<file path="config.mk">
export PLATFORM = sky130hd
export DESIGN_NAME = register_set_top
export DESIGN_NICKNAME = d
export VERILOG_FILES = /design/src/hdl/spi_frame_pkg.sv /design/src/hdl/reg_map_pkg.sv /design/src/hdl/register_set_top.sv /design/src/hdl/sr4094_driver.sv /design/src/hdl/reg_bank.sv /design/src/hdl/spi_frame_rx.sv
export SDC_FILE = /design/constraint.sdc
export NUM_CORES = 1
export LEC_CHECK = 0
export ABC_AREA = 1
export BUFFER_PORTS_ARGS = -buffer_cell sky130_fd_sc_hd__buf_2
export CORE_MARGIN = 2
export CORE_UTILIZATION = 40
export DETAILED_ROUTE_END_ITERATION = 8
export PLACE_DENSITY = 0.69
export SLEW_MARGIN = 10
export SYNTH_ARGS = -nofsm -noshare
export SYNTH_HDL_FRONTEND = slang
export SYNTH_HIERARCHICAL = 1
export SYNTH_SLANG_ARGS = --single-unit
</file>
<file path="constraint.sdc">
create_clock -name clk -period 3.2 [get_ports clk]
set_clock_uncertainty 0.1 [all_clocks]
set_input_delay 0.64 -clock clk [delete_from_list [all_inputs] [get_ports clk]]
set_output_delay 0.64 -clock clk [all_outputs]
set_load 0.005 [all_outputs]
</file>
<file path="src/hdl/spi_frame_pkg.sv">
// SPI frame layout: widths, word types, opcode enum and command byte field positions
`default_nettype none

package spi_frame_pkg;

  // one frame is a command byte followed by a 32-bit data word
  localparam int FRAME_BITS = 40;
  localparam int CMD_BITS   = 8;
  localparam int DATA_BITS  = 32;
  localparam int ADDR_BITS  = 5;

  typedef logic [DATA_BITS-1:0] data_t;
  typedef logic [ADDR_BITS-1:0] addr_t;

  // bitwise update applied to the addressed register
  typedef enum logic [1:0] {
    op_write  = 2'd0,
    op_set    = 2'd1,
    op_clear  = 2'd2,
    op_toggle = 2'd3
  } spi_op_e;

  // field positions inside the command byte, sent MSB first
  // read flag set means the frame only reads
  localparam int CMD_READ_BIT = 7;
  localparam int CMD_OP_MSB   = 6;
  localparam int CMD_OP_LSB   = 5;
  localparam int CMD_ADDR_MSB = 4;
  localparam int CMD_ADDR_LSB = 0;

  // command byte sits above the data word in a complete frame
  localparam int FRAME_CMD_LSB = DATA_BITS;

endpackage

`default_nettype wire
</file>
<file path="src/hdl/reg_map_pkg.sv">
// register map: addresses, reset values and the readback pattern for unmapped addresses
`default_nettype none

package reg_map_pkg;

  // register addresses on the five-bit address field
  localparam spi_frame_pkg::addr_t REG_LED     = 5'd7;
  localparam spi_frame_pkg::addr_t REG_SPI_MUX = 5'd8;
  localparam spi_frame_pkg::addr_t REG_4094    = 5'd9;
  localparam spi_frame_pkg::addr_t REG_MODE    = 5'd12;
  localparam spi_frame_pkg::addr_t REG_DIRECT  = 5'd14;

  // led pattern at power up, a visible alternating test vector
  localparam spi_frame_pkg::data_t RST_LED = 32'h00aaaaaf;

  // no spi device selected on the mux
  localparam spi_frame_pkg::data_t RST_SPI_MUX = 32'h0000_0000;

  // 4094 chain outputs all low
  localparam spi_frame_pkg::data_t RST_4094 = 32'h0000_0000;

  // default operating mode
  localparam spi_frame_pkg::data_t RST_MODE = 32'h0000_0000;

  // direct control lines inactive
  localparam spi_frame_pkg::data_t RST_DIRECT = 32'h0000_0000;

  // returned for any address that holds no register
  localparam spi_frame_pkg::data_t UNMAPPED_READ = 32'h0f0f0f0f;

endpackage

`default_nettype wire

</file>
<file path="src/hdl/register_set_top.sv">
// register set top level: SPI frame receiver, register bank and 4094 driver
`default_nettype none

module register_set_top #(
  parameter int SR_BITS = 32,
  parameter int SR_DIV  = 4
) (
  input  logic                 clk,
  input  logic                 arst_n,
  input  logic                 spi_clk,
  input  logic                 spi_cs_n,
  input  logic                 spi_sdi,
  output logic                 spi_sdo,
  output spi_frame_pkg::data_t reg_led,
  output spi_frame_pkg::data_t reg_spi_mux,
  output spi_frame_pkg::data_t reg_mode,
  output spi_frame_pkg::data_t reg_direct,
  output logic                 sr_clk,
  output logic                 sr_data,
  output logic                 sr_strobe,
  output logic                 sr_oe
);
  import spi_frame_pkg::*;

  // receiver to register bank
  logic    cmd_strobe;
  addr_t   cmd_addr;
  logic    frame_strobe;
  logic    frame_read;
  spi_op_e frame_op;
  data_t   frame_data;

  // register bank back to the receiver
  data_t rd_data;
  // state word for the 4094 chain
  data_t reg_4094;

  spi_frame_rx u_rx (
    .clk          (clk),
    .arst_n       (arst_n),
    .spi_clk      (spi_clk),
    .spi_cs_n     (spi_cs_n),
    .spi_sdi      (spi_sdi),
    .rd_data      (rd_data),
    .spi_sdo      (spi_sdo),
    .cmd_strobe   (cmd_strobe),
    .cmd_addr     (cmd_addr),
    .frame_strobe (frame_strobe),
    .frame_read   (frame_read),
    .frame_op     (frame_op),
    .frame_data   (frame_data)
  );

  reg_bank u_regs (
    .clk          (clk),
    .arst_n       (arst_n),
    .cmd_strobe   (cmd_strobe),
    .cmd_addr     (cmd_addr),
    .frame_strobe (frame_strobe),
    .frame_read   (frame_read),
    .frame_op     (frame_op),
    .frame_data   (frame_data),
    .rd_data      (rd_data),
    .reg_led      (reg_led),
    .reg_spi_mux  (reg_spi_mux),
    .reg_4094     (reg_4094),
    .reg_mode     (reg_mode),
    .reg_direct   (reg_direct)
  );

  sr4094_driver #(
    .SR_BITS (SR_BITS),
    .SR_DIV  (SR_DIV)
  ) u_sr (
    .clk       (clk),
    .arst_n    (arst_n),
    .reg_4094  (reg_4094),
    .sr_clk    (sr_clk),
    .sr_data   (sr_data),
    .sr_strobe (sr_strobe),
    .sr_oe     (sr_oe)
  );

endmodule

`default_nettype wire

</file>
<file path="src/hdl/sr4094_driver.sv">
// 4094 chain driver: change detect, clock divider, shift FSM, strobe and output enable
`default_nettype none

module sr4094_driver #(
  parameter int SR_BITS = 32,
  parameter int SR_DIV  = 4
) (
  input  logic                 clk,
  input  logic                 arst_n,
  input  spi_frame_pkg::data_t reg_4094,
  output logic                 sr_clk,
  output logic                 sr_data,
  output logic                 sr_strobe,
  output logic                 sr_oe
);

  localparam int BIT_W = $clog2(SR_BITS);
  localparam int DIV_W = (SR_DIV > 1) ? $clog2(SR_DIV) : 1;
  localparam logic [BIT_W-1:0] LAST_BIT = BIT_W'(SR_BITS - 1);
  localparam logic [DIV_W-1:0] DIV_LAST = DIV_W'(SR_DIV - 1);

  typedef enum logic [1:0] {
    st_idle,
    st_shift,
    st_latch
  } sr_state_e;

  sr_state_e state;

  // word most recently loaded into the chain
  logic [SR_BITS-1:0] sent_word;
  logic [SR_BITS-1:0] shift_word;
  logic [SR_BITS-1:0] new_word;
  logic [BIT_W-1:0]   bit_cnt;
  logic [DIV_W-1:0]   div_cnt;
  // forces one transfer after reset
  logic init_pend;
  logic div_tick;

  // only the low bits reach the chain
  assign new_word = reg_4094[SR_BITS-1:0];
  // end of one sr_clk half period
  assign div_tick = (div_cnt == DIV_LAST);

  always_ff @(posedge clk or negedge arst_n)
  begin
    if (!arst_n)
    begin
      state      <= st_idle;
      sent_word  <= '0;
      shift_word <= '0;
      bit_cnt    <= '0;
      div_cnt    <= '0;
      init_pend  <= 1'b1;
      sr_clk     <= 1'b0;
      sr_data    <= 1'b0;
      sr_strobe  <= 1'b0;
      sr_oe      <= 1'b0;
    end
    else
    begin
      case (state)
        st_idle:
        begin
          div_cnt <= '0;
          // newest value wins, intermediate ones may be skipped
          if (init_pend || (new_word != sent_word))
          begin
            init_pend  <= 1'b0;
            sent_word  <= new_word;
            shift_word <= new_word;
            // MSB set up while sr_clk is low
            sr_data    <= new_word[SR_BITS-1];
            bit_cnt    <= '0;
            state      <= st_shift;
          end
        end
        st_shift:
        begin
          div_cnt <= div_tick ? '0 : div_cnt + 1'b1;
          if (div_tick)
          begin
            if (!sr_clk)
              // chain captures sr_data here
              sr_clk <= 1'b1;
            else
            begin
              sr_clk <= 1'b0;
              if (bit_cnt == LAST_BIT)
              begin
                sr_strobe <= 1'b1;
                state     <= st_latch;
              end
              else
              begin
                // next bit changes on the falling sr_clk
                bit_cnt    <= bit_cnt + 1'b1;
                shift_word <= {shift_word[SR_BITS-2:0], 1'b0};
                sr_data    <= shift_word[SR_BITS-2];
              end
            end
          end
        end
        st_latch:
        begin
          div_cnt <= div_tick ? '0 : div_cnt + 1'b1;
          // strobe held for one half period
          if (div_tick)
          begin
            sr_strobe <= 1'b0;
            // outputs valid once the first word is latched
            sr_oe     <= 1'b1;
            state     <= st_idle;
          end
        end
        default:
          state <= st_idle;
      endcase
    end
  end

endmodule

`default_nettype wire

</file>
<file path="src/hdl/reg_bank.sv">
// register bank: five control registers, readback mux and write, set, clear, toggle update
`default_nettype none

module reg_bank (
  input  logic                   clk,
  input  logic                   arst_n,
  input  logic                   cmd_strobe,
  input  spi_frame_pkg::addr_t   cmd_addr,
  input  logic                   frame_strobe,
  input  logic                   frame_read,
  input  spi_frame_pkg::spi_op_e frame_op,
  input  spi_frame_pkg::data_t   frame_data,
  output spi_frame_pkg::data_t   rd_data,
  output spi_frame_pkg::data_t   reg_led,
  output spi_frame_pkg::data_t   reg_spi_mux,
  output spi_frame_pkg::data_t   reg_4094,
  output spi_frame_pkg::data_t   reg_mode,
  output spi_frame_pkg::data_t   reg_direct
);
  import spi_frame_pkg::*;
  import reg_map_pkg::*;

  // new register value from the opcode, the current value and the frame data
  function automatic data_t apply_op(input spi_op_e op, input data_t cur, input data_t arg);
    data_t res;
    case (op)
      op_set:    res = cur | arg;
      op_clear:  res = cur & ~arg;
      op_toggle: res = cur ^ arg;
      default:   res = arg;
    endcase
    return res;
  endfunction

  logic  do_write;
  data_t cur_word;
  data_t next_word;

  // read-flagged frames leave everything alone
  assign do_write = frame_strobe & ~frame_read;

  // addressed register, shared by readback and update
  always_comb
  begin
    case (cmd_addr)
      REG_LED:     cur_word = reg_led;
      REG_SPI_MUX: cur_word = reg_spi_mux;
      REG_4094:    cur_word = reg_4094;
      REG_MODE:    cur_word = reg_mode;
      REG_DIRECT:  cur_word = reg_direct;
      default:     cur_word = UNMAPPED_READ;
    endcase
  end

  assign next_word = apply_op(frame_op, cur_word, frame_data);

  // readback captured at bit 8, held until the next command
  always_ff @(posedge clk)
  begin
    if (cmd_strobe)
      rd_data <= cur_word;
  end

  // register update at the end of a full frame
  always_ff @(posedge clk or negedge arst_n)
  begin
    if (!arst_n)
    begin
      reg_led     <= RST_LED;
      reg_spi_mux <= RST_SPI_MUX;
      reg_4094    <= RST_4094;
      reg_mode    <= RST_MODE;
      reg_direct  <= RST_DIRECT;
    end
    else if (do_write)
    begin
      // cmd_addr still holds the address latched at bit 8
      case (cmd_addr)
        REG_LED:     reg_led     <= next_word;
        REG_SPI_MUX: reg_spi_mux <= next_word;
        REG_4094:    reg_4094    <= next_word;
        REG_MODE:    reg_mode    <= next_word;
        REG_DIRECT:  reg_direct  <= next_word;
        // unmapped addresses take no write
        default:
        begin
        end
      endcase
    end
  end

endmodule

`default_nettype wire

</file>
<file path="src/hdl/spi_frame_rx.sv">
// SPI mode 0 frame receiver: pin synchronizers, edge detect, bit counter, shifters, strobes
`default_nettype none

module spi_frame_rx (
  input  logic                   clk,
  input  logic                   arst_n,
  input  logic                   spi_clk,
  input  logic                   spi_cs_n,
  input  logic                   spi_sdi,
  input  spi_frame_pkg::data_t   rd_data,
  output logic                   spi_sdo,
  output logic                   cmd_strobe,
  output spi_frame_pkg::addr_t   cmd_addr,
  output logic                   frame_strobe,
  output logic                   frame_read,
  output spi_frame_pkg::spi_op_e frame_op,
  output spi_frame_pkg::data_t   frame_data
);
  import spi_frame_pkg::*;

  // bit counter compare points
  localparam logic [5:0] CMD_LAST   = 6'(CMD_BITS - 1);
  localparam logic [5:0] CMD_DONE   = 6'(CMD_BITS);
  localparam logic [5:0] FRAME_LAST = 6'(FRAME_BITS - 1);
  localparam logic [5:0] FRAME_DONE = 6'(FRAME_BITS);

  // sclk needs a third stage for edge detection
  logic [2:0] sclk_q;
  logic [1:0] cs_q;
  logic [1:0] sdi_q;

  logic sclk_rise;
  logic sclk_fall;
  logic cs_active;
  logic sdi_bit;
  logic shift_en;

  // bits 1 to 40 counted, saturates at 40
  logic [5:0] bit_cnt;
  logic [FRAME_BITS-1:0] in_shift;
  logic [FRAME_BITS-1:0] frame_word;
  data_t out_shift;

  // command byte as seen at bit 8 and at bit 40
  logic [CMD_BITS-1:0] early_cmd;
  logic [CMD_BITS-1:0] full_cmd;

  // edges are taken after the second sync stage
  assign sclk_rise = sclk_q[1] & ~sclk_q[2];
  assign sclk_fall = ~sclk_q[1] & sclk_q[2];
  assign cs_active = ~cs_q[1];
  assign sdi_bit   = sdi_q[1];

  // one bit accepted per rising edge, extra bits past 40 dropped
  assign shift_en   = cs_active & sclk_rise & (bit_cnt != FRAME_DONE);
  assign frame_word = {in_shift[FRAME_BITS-2:0], sdi_bit};

  assign early_cmd = frame_word[CMD_BITS-1:0];
  assign full_cmd  = frame_word[FRAME_BITS-1:FRAME_CMD_LSB];

  // readback word leaves MSB first
  assign spi_sdo = out_shift[DATA_BITS-1];

  // pin synchronizers
  always_ff @(posedge clk or negedge arst_n)
  begin
    if (!arst_n)
    begin
      sclk_q <= 3'b000;
      // chip select idles high
      cs_q   <= 2'b11;
      sdi_q  <= 2'b00;
    end
    else
    begin
      sclk_q <= {sclk_q[1:0], spi_clk};
      cs_q   <= {cs_q[0], spi_cs_n};
      sdi_q  <= {sdi_q[0], spi_sdi};
    end
  end

  // bit counter, strobes and readback shifter
  always_ff @(posedge clk or negedge arst_n)
  begin
    if (!arst_n)
    begin
      bit_cnt      <= '0;
      cmd_strobe   <= 1'b0;
      frame_strobe <= 1'b0;
      out_shift    <= '0;
    end
    else
    begin
      // strobes last a single clk
      cmd_strobe   <= 1'b0;
      frame_strobe <= 1'b0;
      if (!cs_active)
      begin
        // deselect aborts any partial frame
        bit_cnt   <= '0;
        out_shift <= '0;
      end
      else
      begin
        if (shift_en)
        begin
          bit_cnt <= bit_cnt + 6'd1;
          // address complete at bit 8
          if (bit_cnt == CMD_LAST)
            cmd_strobe <= 1'b1;
          // whole frame complete at bit 40
          if (bit_cnt == FRAME_LAST)
            frame_strobe <= 1'b1;
        end
        if (sclk_fall)
        begin
          // falling edge after bit 8 loads the old register value
          if (bit_cnt == CMD_DONE)
            out_shift <= rd_data;
          // later falling edges move the next bit onto sdo
          else if (bit_cnt > CMD_DONE)
            out_shift <= {out_shift[DATA_BITS-2:0], 1'b0};
        end
      end
    end
  end

  // input shifter and frame fields
  always_ff @(posedge clk)
  begin
    if (!cs_active)
      in_shift <= '0;
    else if (shift_en)
    begin
      in_shift <= frame_word;
      // address held from bit 8 for the rest of the frame
      if (bit_cnt == CMD_LAST)
        cmd_addr <= early_cmd[CMD_ADDR_MSB:CMD_ADDR_LSB];
      if (bit_cnt == FRAME_LAST)
      begin
        frame_read <= full_cmd[CMD_READ_BIT];
        frame_op   <= spi_op_e'(full_cmd[CMD_OP_MSB:CMD_OP_LSB]);
        frame_data <= frame_word[DATA_BITS-1:0];
      end
    end
  end

endmodule

`default_nettype wire

</file>
==> summary.txt <==
Timing
  – Max Fclk: 344 MHz
  – Slew Limit Fails: 0
  – WHS: 65.0 ps
  – Setup TNS: 0 ps
  – Tmin final: 2900 ps
  – Fin crit share: 0.908
  – Worst-Margin Slew: 1080 ps
  – RSZ-0062 raised after global routing: false
  – Final setup viols: 0
  – Worst relative slew slack: 0.277
  – Final hold violation count: 0

Synth
  – Primary FF master, synth: dfrtp_1
  – Async SR Flop Fraction: 0.719
  – Post-synthesis sequential area ratio: 0.501
  – Post-synthesis compound-gate area fraction: 0.0278
  – Synthesized flop and latch total: 395
  – Proportion of synthesized area in mux cells: 0
  – XOR/XNOR Fraction of Synth Area: 0.00479
  – Post-synth EDFFs: 72
  – Synth cell types: 39
  – Gate Count Post-Synth: 2644
  – Post-synthesis adder-cell area fraction: 0.0454
  – Post-Synth Simple-Gate Area: 0.343
  – Syn avg cell area: 7.61 um2
  – Total nets after synthesis: 2722
  – Yosys warns: 6
  – Largest family of logic cells by synthesized area: simple AND/OR/NAND/NOR gates
  – Mapped Area: 20100 um2

Drt
  – Routed WL: 59600 um
  – Residual DRC: 0
  – Drt first pass iters: 7
  – DRT iter0 DRCs: 1706
  – Vias: 17341
  – Vias per inst: 4.98
  – DRT antenna net count: 0
  – Routed len/inst: 17.1 um

Critical path
  – Worst endpoint data arrival time: 3320 ps
  – CP Class: flip-flop to flip-flop
  – Crit-path max FO: 16
  – Crit start category: flip-flop
  – Required time of the worst setup path: 3610 ps
  – Critical Path Sink Type: flip-flop

Clocking
  – Latest clock arrival within the worst-skew pair: 580 ps
  – Clk slew on worst S/H paths: 60 ps
  – TritonCTS Buffers: 44
  – H-Tree Depth: 2
  – Clock Sinks: 395
  – CTS root buffer: clkbuf_16
  – TritonCTS clock tree: built
  – Clk buf depth: 3
  – Post_cts resized: 0

Finish
  – Share of cells above drive strength 1: 0.123
  – Biggest register: u_rx/in_shift
  – Largest register FFs: 39
  – Final net count: 2848
  – Area delta synth->final: 14.7%
  – Fill count: 4916

Power and ir drop
  – Peak supply drop: 381 uV
  – Pwr dens: 462 nW/um2
  – PnR Total Power: 10600 uW
  – Static Leak: 0.0122 uW

Flow run
  – Max Cap Violations: 0

Floorplan
  – Die width: 228 um
  – # IOs: 138
  – Die footprint: 52100 um2
  – DIE HEIGHT: 228 um
  – Core area: 49900 um2
  – Num rows: 82
  – Initial Utilization: 0.403

Place
  – Post-DP HPWL: 39400 um
  – Final GP Congestion: 0.867
  – Port Buffers: 137

Worst hold path
  – Hold WC Path Type: input port to flip-flop

Run status
  – Run status: finished clean

GRT
  – Initial antenna violation count: 0
  – Largest net degree at the start of global routing: 99
  – Overflow after GRT: 0
  – First-pass GRT wire length: 93700 um
  – Total track usage: 0.230
  – Number of global-route vias before repair: 15910
[metrics by stage]
stage | utilization | cell area, um2 | setup slack (ps) | cells
after floorplan | - | 20100 | 516 | 2644
after global placement | 0.431 | 21500 | 53.4 | 3393
after detailed placement | 0.431 | 21500 | -40.3 | 3393
after CTS | 0.462 | 23100 | 184 | 3477
after global routing | 0.462 | 23100 | 43.3 | 3478
final | 0.463 | 23100 | 296 | 3479
[kinds of logic after synthesis]
| kind of cell | Yosys count |
|---|---|
| fa+ha+maj | 73 |
| flops | 395 |
| buf+inv | 360 |
| compound gates | 107 |
| simple gates | 1698 |
| xor+xnor | 11 |
[cell type report]
type	count	area, um2	share of cell area
Antenna cell	1	2.50	0.000109
Clock buffer	70	1380	0.0600
Timing Repair Buffer	187	1140	0.0493
Tap cell	672	841	0.0365
Clock inverter	12	144	0.00624
Inverter	252	948	0.0411
Sequential cell	395	10100	0.437
Multi-Input combinational cell	1890	8540	0.370
[synthesized netlist by cell type, types with 6 or more instances]
cell | n | area (um2)
o21ai_1 | 25 | 125
buf_1 | 6 | 22.5
dfrtp_1 | 267 | 6680
ha_1 | 73 | 913
nand3_2 | 10 | 100
or2_2 | 17 | 106
inv_1 | 238 | 893
xnor2_1 | 6 | 52.6
nand3_1 | 112 | 561
nand2_1 | 1274 | 4780
o21ai_0 | 71 | 355
buf_2 | 53 | 265
nor2_4 | 9 | 101
dfstp_2 | 17 | 447
dfxtp_1 | 39 | 781
nand4_1 | 48 | 300
clkbuf_1 | 23 | 86.3
buf_6 | 12 | 135
nor2_1 | 199 | 747
inv_2 | 12 | 45.0
nor3_1 | 16 | 80.1
buf_4 | 14 | 105
edfxtp_1 | 72 | 2160
[metal layers]
layer	share of wire	wire length, um	GRT usage
met5	0	0	0
met4	0.031	1870	0.0809
met3	0.081	4830	0.0353
met2	0.45	26900	0.365
met1	0.44	26000	0.321
[worst max-delay path: stages (launching register included)]
cell and delay, ps:
edfxtp_1 420, nand2_2 140, nor2_2 860, nand3_1 220
nand2_1 130, nor2_1 50, nand2_1 70, ha_1 220
or2_2 290, nand4_1 170, nand2_1 80, nand2_1 70
[placed cells by master, fill, tap and decap left out, types with 2 or more instances in the layout]
cell / count
dfstp_2: 17
edfxtp_1: 72
o22ai_1: 3
clkinv_2: 6
xnor2_1: 6
clkbuf_16: 48
buf_2: 136
inv_2: 12
nor2_2: 8
clkbuf_1: 12
nand3_2: 10
nand3_1: 112
or2_2: 17
o21ai_1: 25
inv_1: 238
o21ai_0: 71
dfrtp_1: 267
nor2_4: 12
nor3_1: 16
nand2_2: 4
buf_12: 5
clkbuf_8: 10
clkinv_1: 3
nand2_1: 1273
nand2_4: 2
buf_4: 44
nor2_1: 194
xor2_1: 5
dfxtp_1: 39
nand4_1: 48
bufinv_16: 3
ha_1: 72
nand3_4: 2
a21oi_1: 2
[worst paths after layout]
check / start / to / slack (ps) / cells after the start
worst max-delay path: u_rx/cmd_addr[2] / u_regs/reg_mode[24] / 300 / 11
worst min-delay path: spi_cs_n / u_rx/cs_q[0] / 70 / 1
worst max register to register: u_rx/cmd_addr[2] / u_regs/reg_mode[24] / 300 / 11
worst min register to register: u_rx/sclk_q[0] / u_rx/sclk_q[1] / 250 / 0
max in group asynchronous: arst_n / u_sr/init_pend / 1670 / 3
min in group asynchronous: arst_n / u_rx/sclk_q[0] / 440 / 2
[repair_timing]
action / in CTS / in global routing
endpoints found under the hold margin: 34 / 0
hold buffers: 1 / 0
gates cloned: 1 / 0
endpoints found under the setup margin: 61 / 28
pin swaps: 1 / 1
buffers inserted: 0 / 1
[power by group]
part,switching (uW),internal (uW)
clock,2090,3210
combinational,140,45.2
sequential,26.8,5140
total,2250,8390
Power figures use the tool's default switching activity.
